### config.mk
export PLATFORM = sky130hd
export DESIGN_NAME = cvita_rx_frontend
export DESIGN_NICKNAME = d
export VERILOG_FILES = /design/src/design/cvita_pkg.sv /design/src/design/rx_status_pkg.sv /design/src/design/axi_flop_stage.sv /design/src/design/cvita_hdr_parser.sv /design/src/design/cvita_pkt_checker.sv /design/src/design/cvita_rx_frontend.sv
export SDC_FILE = /design/constraint.sdc
export NUM_CORES = 1
export LEC_CHECK = 0
export BUFFER_PORTS_ARGS = -buffer_cell sky130_fd_sc_hd__buf_2
export CAP_MARGIN = 30
export CORE_ASPECT_RATIO = 0.75
export CORE_UTILIZATION = 52
export CTS_BUF_LIST = sky130_fd_sc_hd__clkbuf_8 sky130_fd_sc_hd__clkbuf_16
export CTS_CLUSTER_DIAMETER = 200
export DETAILED_ROUTE_END_ITERATION = 8
export PLACE_DENSITY = 0.77
export SLEW_MARGIN = 30
export SYNTH_ARGS = -nofsm -noshare
export SYNTH_HDL_FRONTEND = slang
export SYNTH_HIERARCHICAL = 1
export SYNTH_SLANG_ARGS = --single-unit
### constraint.sdc
create_clock -name clk -period 3.89 [get_ports clk]
set_input_delay 1.167 -clock clk [delete_from_list [all_inputs] [get_ports clk]]
set_output_delay 1.167 -clock clk [all_outputs]
set_load 0.01 [all_outputs]
### src/design/cvita_pkg.sv
// ======================================================================
// CVITA packet format
// Beat width, header field widths and positions, packet type encoding
// ======================================================================
package cvita_pkg;

  localparam int BEAT_W = 64;  // One stream beat
  localparam int LEN_W  = 16;  // Packet length in bytes
  localparam int SID_W  = 32;
  localparam int TIME_W = 64;

  // Header field positions, low bit of each field
  localparam int TYPE_LSB     = 62;
  localparam int EOB_BIT      = 61;
  localparam int HAS_TIME_BIT = 60;
  localparam int SEQ_LSB      = 48;
  localparam int LEN_LSB      = 32;
  localparam int SID_LSB      = 0;

  typedef enum logic [1:0] {
    PKT_DATA = 2'd0,
    PKT_FC   = 2'd1,  // Flow control
    PKT_CMD  = 2'd2,
    PKT_RESP = 2'd3
  } pkt_type_e;

  localparam int TYPE_W = $bits(pkt_type_e);

endpackage

### src/design/rx_status_pkg.sv
// ======================================================================
// Receive check results
// Sequence number width and the per-packet result code
// ======================================================================
package rx_status_pkg;

  localparam int SEQ_W = 12;  // Wraps modulo 4096

  // Encoded as {length error, sequence error}
  typedef enum logic [1:0] {
    RES_OK       = 2'b00,
    RES_SEQ_ERR  = 2'b01,
    RES_LEN_ERR  = 2'b10,
    RES_BOTH_ERR = 2'b11
  } pkt_result_e;

endpackage

### src/design/axi_flop_stage.sv
// ======================================================================
// Stream register slice
// One-entry valid/ready stage, full throughput under continuous ready
// ======================================================================
`timescale 1ns/1ps

module axi_flop_stage #(
  parameter int WIDTH = 65
) (
  input  logic             clk,
  input  logic             i_arst_n,
  input  logic             i_clear,
  // Upstream side
  input  logic [WIDTH-1:0] i_data,
  input  logic             i_valid,
  output logic             o_ready,
  // Downstream side
  output logic [WIDTH-1:0] o_data,
  output logic             o_valid,
  input  logic             i_ready
);

  logic             full;
  logic [WIDTH-1:0] data_q;

  // Room when empty, or when the held beat leaves this cycle
  assign o_ready = ~full | i_ready;

  always_ff @(posedge clk or negedge i_arst_n) begin
    if (!i_arst_n) begin
      full <= 1'b0;
    end else if (i_clear) begin
      full <= 1'b0;  // Held beat is dropped
    end else if (o_ready) begin
      full <= i_valid;
    end
  end

  always_ff @(posedge clk) begin
    if (o_ready && i_valid) begin
      data_q <= i_data;
    end
  end

  assign o_data  = data_q;
  assign o_valid = full;

  // A stalled beat must stay put until the sink takes it
  a_hold_stable : assert property (
    @(posedge clk) disable iff (!i_arst_n || i_clear)
    (o_valid && !i_ready) |=> (o_valid && $stable(o_data))
  );

endmodule

### src/design/cvita_hdr_parser.sv
// ======================================================================
// CVITA header parser
// Optional register stage, then header and VITA time split into fields
// with single-cycle strobes at the output transfer
// ======================================================================
`timescale 1ns/1ps

module cvita_hdr_parser #(
  parameter int REGISTER = 1  // 1 keeps fields valid for the whole packet
) (
  input  logic                                clk,
  input  logic                                i_arst_n,
  input  logic                                i_clear,
  // Input stream
  input  logic [cvita_pkg::BEAT_W-1:0]        i_tdata,
  input  logic                                i_tlast,
  input  logic                                i_tvalid,
  output logic                                o_tready,
  // Output stream
  output logic [cvita_pkg::BEAT_W-1:0]        o_tdata,
  output logic                                o_tlast,
  output logic                                o_tvalid,
  input  logic                                i_tready,
  // Header fields
  output logic                                o_hdr_stb,
  output cvita_pkg::pkt_type_e                o_pkt_type,
  output logic                                o_eob,
  output logic                                o_has_time,
  output logic [rx_status_pkg::SEQ_W-1:0]     o_seqnum,
  output logic [cvita_pkg::LEN_W-1:0]         o_pkt_len,
  output logic [cvita_pkg::SID_W-1:0]         o_sid,
  // VITA time
  output logic                                o_vita_time_stb,
  output logic [cvita_pkg::TIME_W-1:0]        o_vita_time
);

  logic                         beat_xfer;
  logic                         first_line;  // Next output beat is a header
  logic                         read_time;   // Next output beat is the time
  logic [cvita_pkg::BEAT_W-1:0] hdr_reg;
  logic [cvita_pkg::TIME_W-1:0] time_reg;
  logic [cvita_pkg::BEAT_W-1:0] hdr;

  generate
    if (REGISTER != 0) begin : g_reg
      axi_flop_stage #(
        .WIDTH(cvita_pkg::BEAT_W + 1)
      ) u_axi_flop_stage (
        .clk     (clk),
        .i_arst_n(i_arst_n),
        .i_clear (i_clear),
        .i_data  ({i_tlast, i_tdata}),
        .i_valid (i_tvalid),
        .o_ready (o_tready),
        .o_data  ({o_tlast, o_tdata}),
        .o_valid (o_tvalid),
        .i_ready (i_tready)
      );
    end else begin : g_pass
      assign o_tdata  = i_tdata;
      assign o_tlast  = i_tlast;
      assign o_tvalid = i_tvalid;
      assign o_tready = i_tready;
    end
  endgenerate

  assign beat_xfer = o_tvalid & i_tready;

  always_ff @(posedge clk or negedge i_arst_n) begin
    if (!i_arst_n) begin
      first_line <= 1'b1;
      read_time  <= 1'b0;
    end else if (i_clear) begin
      first_line <= 1'b1;
      read_time  <= 1'b0;
    end else if (beat_xfer) begin
      if (first_line) begin
        first_line <= o_tlast;  // Header-only packet starts over
        read_time  <= o_tdata[cvita_pkg::HAS_TIME_BIT] & ~o_tlast;
      end else begin
        read_time <= 1'b0;
        if (o_tlast) begin
          first_line <= 1'b1;
        end
      end
    end
  end

  // Held copies for the rest of the packet
  always_ff @(posedge clk) begin
    if (o_hdr_stb) begin
      hdr_reg <= o_tdata;
    end
    if (o_vita_time_stb) begin
      time_reg <= o_tdata;
    end
  end

  assign o_hdr_stb       = first_line & beat_xfer;
  assign o_vita_time_stb = read_time & beat_xfer;

  // Live beat during the strobe, held copy afterwards
  assign hdr         = (o_hdr_stb || REGISTER == 0) ? o_tdata : hdr_reg;
  assign o_vita_time = (o_vita_time_stb || REGISTER == 0) ? o_tdata : time_reg;

  assign o_pkt_type = cvita_pkg::pkt_type_e'(hdr[cvita_pkg::TYPE_LSB +: cvita_pkg::TYPE_W]);
  assign o_eob      = hdr[cvita_pkg::EOB_BIT];
  assign o_has_time = hdr[cvita_pkg::HAS_TIME_BIT];
  assign o_seqnum   = hdr[cvita_pkg::SEQ_LSB +: rx_status_pkg::SEQ_W];
  assign o_pkt_len  = hdr[cvita_pkg::LEN_LSB +: cvita_pkg::LEN_W];
  assign o_sid      = hdr[cvita_pkg::SID_LSB +: cvita_pkg::SID_W];

  // Header and time beats are distinct transfers
  a_stb_excl : assert property (
    @(posedge clk) disable iff (!i_arst_n)
    !(o_hdr_stb && o_vita_time_stb)
  );

endmodule

### src/design/cvita_pkt_checker.sv
// ======================================================================
// CVITA packet checker
// Sequence continuity and beat count against the length field,
// one result strobe per packet
// ======================================================================
`timescale 1ns/1ps

module cvita_pkt_checker (
  input  logic                            clk,
  input  logic                            i_arst_n,
  input  logic                            i_clear,
  input  logic                            i_beat_stb,  // Output transfer
  input  logic                            i_last,
  input  logic                            i_hdr_stb,
  input  logic [rx_status_pkg::SEQ_W-1:0] i_seqnum,
  input  logic [cvita_pkg::LEN_W-1:0]     i_pkt_len,
  input  logic                            i_has_time,
  output logic                            o_res_stb,
  output rx_status_pkg::pkt_result_e      o_res_code
);

  logic                            pkt_open;
  logic                            seq_valid;  // Set once a packet has been seen
  logic [rx_status_pkg::SEQ_W-1:0] exp_seq;
  logic [cvita_pkg::LEN_W-1:0]     beat_cnt;
  logic [cvita_pkg::LEN_W-1:0]     exp_beats;
  logic                            seq_err_q;

  logic [cvita_pkg::LEN_W:0]       len_round;
  logic [cvita_pkg::LEN_W-1:0]     hdr_beats;
  logic                            hdr_seq_err;
  logic [cvita_pkg::LEN_W-1:0]     cur_cnt;
  logic [cvita_pkg::LEN_W-1:0]     cur_exp;
  logic                            cur_seq_err;
  logic                            cur_len_err;

  // Bytes rounded up to 8-byte beats, header included
  assign len_round   = {1'b0, i_pkt_len} + (cvita_pkg::LEN_W + 1)'(7);
  assign hdr_beats   = cvita_pkg::LEN_W'(len_round >> 3);
  assign hdr_seq_err = seq_valid && (i_seqnum != exp_seq);

  // The header beat may also be the last one
  assign cur_cnt     = i_hdr_stb ? cvita_pkg::LEN_W'(1) : beat_cnt + 1'b1;
  assign cur_exp     = i_hdr_stb ? hdr_beats : exp_beats;
  assign cur_seq_err = i_hdr_stb ? hdr_seq_err : seq_err_q;
  assign cur_len_err = (cur_cnt != cur_exp);

  always_ff @(posedge clk or negedge i_arst_n) begin
    if (!i_arst_n) begin
      pkt_open  <= 1'b0;
      seq_valid <= 1'b0;
      beat_cnt  <= '0;
      o_res_stb <= 1'b0;
    end else if (i_clear) begin
      pkt_open  <= 1'b0;
      seq_valid <= 1'b0;
      beat_cnt  <= '0;
      o_res_stb <= 1'b0;
    end else begin
      o_res_stb <= i_beat_stb & i_last;
      if (i_beat_stb) begin
        beat_cnt <= cur_cnt;
        pkt_open <= ~i_last;
      end
      if (i_hdr_stb) begin
        seq_valid <= 1'b1;
      end
    end
  end

  always_ff @(posedge clk) begin
    if (i_hdr_stb) begin
      exp_seq   <= i_seqnum + 1'b1;  // Resync on mismatch too
      exp_beats <= hdr_beats;
      seq_err_q <= hdr_seq_err;
    end
    if (i_beat_stb && i_last) begin
      o_res_code <= rx_status_pkg::pkt_result_e'({cur_len_err, cur_seq_err});
    end
  end

  // A header never lands inside an open packet
  a_hdr_closed : assert property (
    @(posedge clk) disable iff (!i_arst_n || i_clear)
    i_hdr_stb |-> (!pkt_open && i_beat_stb)
  );

endmodule

### src/design/cvita_rx_frontend.sv
// ======================================================================
// CVITA receive front end
// Header parser with optional register stage and per-packet checker
// ======================================================================
`timescale 1ns/1ps

module cvita_rx_frontend #(
  parameter int REGISTER = 1
) (
  input  logic                            clk,
  input  logic                            i_arst_n,
  input  logic                            i_clear,
  // Stream from source
  input  logic [cvita_pkg::BEAT_W-1:0]    i_tdata,
  input  logic                            i_tlast,
  input  logic                            i_tvalid,
  output logic                            o_tready,
  // Stream to sink
  output logic [cvita_pkg::BEAT_W-1:0]    o_tdata,
  output logic                            o_tlast,
  output logic                            o_tvalid,
  input  logic                            i_tready,
  // Header and time fields
  output logic                            o_hdr_stb,
  output cvita_pkg::pkt_type_e            o_pkt_type,
  output logic                            o_eob,
  output logic                            o_has_time,
  output logic [rx_status_pkg::SEQ_W-1:0] o_seqnum,
  output logic [cvita_pkg::LEN_W-1:0]     o_pkt_len,
  output logic [cvita_pkg::SID_W-1:0]     o_sid,
  output logic                            o_vita_time_stb,
  output logic [cvita_pkg::TIME_W-1:0]    o_vita_time,
  // Packet report
  output logic                            o_res_stb,
  output rx_status_pkg::pkt_result_e      o_res_code
);

  logic beat_stb;

  assign beat_stb = o_tvalid & i_tready;  // Checker watches output transfers

  cvita_hdr_parser #(
    .REGISTER(REGISTER)
  ) u_cvita_hdr_parser (
    .clk            (clk),
    .i_arst_n       (i_arst_n),
    .i_clear        (i_clear),
    .i_tdata        (i_tdata),
    .i_tlast        (i_tlast),
    .i_tvalid       (i_tvalid),
    .o_tready       (o_tready),
    .o_tdata        (o_tdata),
    .o_tlast        (o_tlast),
    .o_tvalid       (o_tvalid),
    .i_tready       (i_tready),
    .o_hdr_stb      (o_hdr_stb),
    .o_pkt_type     (o_pkt_type),
    .o_eob          (o_eob),
    .o_has_time     (o_has_time),
    .o_seqnum       (o_seqnum),
    .o_pkt_len      (o_pkt_len),
    .o_sid          (o_sid),
    .o_vita_time_stb(o_vita_time_stb),
    .o_vita_time    (o_vita_time)
  );

  cvita_pkt_checker u_cvita_pkt_checker (
    .clk       (clk),
    .i_arst_n  (i_arst_n),
    .i_clear   (i_clear),
    .i_beat_stb(beat_stb),
    .i_last    (o_tlast),
    .i_hdr_stb (o_hdr_stb),
    .i_seqnum  (o_seqnum),
    .i_pkt_len (o_pkt_len),
    .i_has_time(o_has_time),
    .o_res_stb (o_res_stb),
    .o_res_code(o_res_code)
  );

endmodule

==> flow_metrics.tcl <==
set metrics [dict create \
    ctsHoldBuffers 0 \
    cts_tree "built" \
    io_pins 270 \
    outcome "finished clean" \
    maxCapViolations 0 \
    numCtsBuffers 23 \
    cts_resized 0 \
    cp-end-kind "output pin" \
    clk_pin_slew_ns 0.06 \
    async_flop_share_pct 8.571 \
    placed_area_um2 11120 \
    dp_hpwl_um 16300 \
    largest_reg_flops 65 \
    gp_congestion 0.9330 \
    critical_path_peak_fanout 43 \
    peakVddDrop_v 0.0004647 \
    path_class "in -> out" \
    dr.pass1.iters 5 \
    syn_to_final_growth_pct 28.02 \
    start_util_pct 54.00 \
    io_buffer_count 269 \
    die_w_um 156.0 \
    die_h_um 117.5 \
    synth.avg_cell_area_um2 13.35 \
    grt_use_total_pct 23.86 \
    worstMarginPinSlew_ns 0.5984 \
    h-tree-depth 1 \
    cts_setup_buffers 0 \
    rows 41 \
    clock-sinks 245 \
    synth-seq-cells 245 \
    slew-limit-headroom_pct 60.11 \
    synth.distinct_cells 64 \
    crit_arrival_ns 2.63 \
    grt_first_pass_wirelength_um 34290 \
    finish.utilization_pct 69.13 \
    fmax_mhz 263.6 \
    dieArea_um2 18340 \
    yosysWarnings 6 \
    synth.cell_area_um2 9253 \
    ys_seq_area_share_pct 62.70 \
    routed_via_density 5.143 \
    hp-class "reg -> reg" \
    drc 0 \
    power-per-cell-area_nw_per_um2 555.9 \
    worstPathRequired_ns 2.72 \
    synthesis.instances 693 \
    wire_per_inst_um 17.45 \
    overflow 0 \
    drv_slew 0 \
    synth-edff-count 79 \
    clk_latency_ns 0.51 \
    p_leak_uw 0.005302 \
    min_period_over_period_pct 97.52 \
    hold_viol 0 \
    grt_max_degree 44 \
    cts_root_buf "clkbuf_16" \
    nNetsFinal 1075 \
    drtIter0Drc 330 \
    rsz0062_at_grt "false" \
    power_uw 6584 \
    drt-total-wl_um 21920 \
    ant_nets 0 \
    ys.flop_type "dfxtp_1" \
    synth_nets 765 \
    fin_crit_ns 3.794 \
    dr_total_vias 6459 \
    grt_pass1_vias 6447 \
    skew_ns 0.01617 \
    critPathLaunchType "input pin" \
    core_area_um2 17130 \
    finalSetupViolations 0 \
    final_area_um2 11850 \
    drive_above_1_share_pct 49.07 \
    antenna_found_initial 2 \
    clockBufferDepth 3 \
]
## cells in the mapped netlist, types with 3 or more instances
library cell | n | share of area (%)
and2_1 | 3 | 0.20
o21ai_0 | 10 | 0.54
xnor2_1 | 35 | 3.3
clkbuf_1 | 7 | 0.28
xor2_1 | 13 | 1.2
edfxtp_1 | 79 | 26
nor3_1 | 12 | 0.65
nor2b_1 | 4 | 0.27
dfxtp_1 | 145 | 31
mux2i_1 | 6 | 0.65
mux2_2 | 129 | 16
dfrtp_1 | 20 | 5.4
a21oi_1 | 33 | 1.8
nor2_1 | 47 | 1.9
o211ai_1 | 3 | 0.24
buf_1 | 5 | 0.20
nand3_1 | 15 | 0.81
and3_1 | 7 | 0.47
buf_4 | 4 | 0.32
buf_2 | 4 | 0.22
inv_1 | 11 | 0.45
and4_1 | 3 | 0.28
nand2_1 | 24 | 0.97
nand4_1 | 9 | 0.61
buf_6 | 9 | 1.1
## kinds of logic after synthesis
| logic type | after synthesis | share of synthesized area [%] |
|---|---|---|
| and+or+nand+nor | 147 | 8.330 |
| DFF | 245 | 62.70 |
| AOI/OAI and AO/OA | 74 | 5.004 |
| buffers and inverters | 41 | 2.623 |
| xor gates and xnor gates | 49 | 4.719 |
| muxes | 135 | 16.35 |
| adders and majority gates | 2 | 0.2704 |
## path summary, 6_finish.rpt
| path | from | to | slack (ns) | depth (start not counted) |
|---|---|---|---|---|
| max | i_tready | o_pkt_len[14] | 0.1 | 5 |
| min | u_cvita_hdr_parser/time_reg[32]$_DFF_P_ | u_cvita_hdr_parser/time_reg[32]$_DFF_P_ | 0.47 | 1 |
| max reg2reg | flop | u_cvita_pkt_checker/o_res_code[1]$_DFFE_PP_ | 0.63 | 11 |
| min reg2reg | u_cvita_hdr_parser/time_reg[32]$_DFF_P_ | u_cvita_hdr_parser/time_reg[32]$_DFF_P_ | 0.47 | 1 |
| max in group asynchronous | i_arst_n | u_cvita_hdr_parser/first_line$_DFFE_PN1P_ | 2.90 | 1 |
| min in group asynchronous | i_arst_n | u_cvita_pkt_checker/seq_valid$_DFFE_PN0P_ | 0.63 | 1 |
## power by group
part	switching, uW	leakage [uW]	internal, uW
Clock	914	0.000374	1230
Sequential	131	0.00225	2990
Combinational	680	0.00268	634
## critical path: stages
cell	delay, ns
buf_2	0.13
nand3_4	0.16
buf_4	0.51
mux2_2	0.48
buf_2	0.16
## placed cells by master (no fill, tap or decap), types with 20 or more instances in the layout
cell type,count
edfxtp_1,79
buf_4,42
dfrtp_1,20
clkbuf_16,23
a21oi_1,33
buf_2,269
xnor2_1,35
nand2_1,24
dfxtp_1,145
nor2_1,47
mux2_2,127
## area by class of cell
type                    instances  area (um2)
clock buffers                  24       589.3
well taps                     236       295.3
fillers                      1309        5289
multi-input cells             407        3236
diodes                          1       2.502
flip-flops and latches        245        5802
repair buffers                315        1742
inverters                      11       41.29
clock inverters                17       137.6
## routing by layer
| layer | GRT usage (%) | part of all wire, % | wire length [um] |
|---|---|---|---|
| met5 | 0 | 0 | 0 |
| met4 | 9.926 | 3.6 | 788 |
| met3 | 7.474 | 9.6 | 2108 |
| met2 | 38.20 | 45 | 9803 |
| met1 | 29.80 | 42 | 9221 |
## through the flow
stage	TNS (ns)	setup WS, ns	hold slack [ns]	std cells
3_5_place_dp	-0.07102	-0.07102	0.4556	1214
3_3_place_gp	-0.008828	-0.008828	0.4491	1214
2_1_floorplan	-0.09460	-0.09460	0.4276	693
6_report	0	0.09648	0.4687	1256
5_1_grt	0	0.01536	0.4820	1255
4_1_cts	0	0.06780	0.4709	1255
No activity file was read; power rests on OpenSTA's default activity.
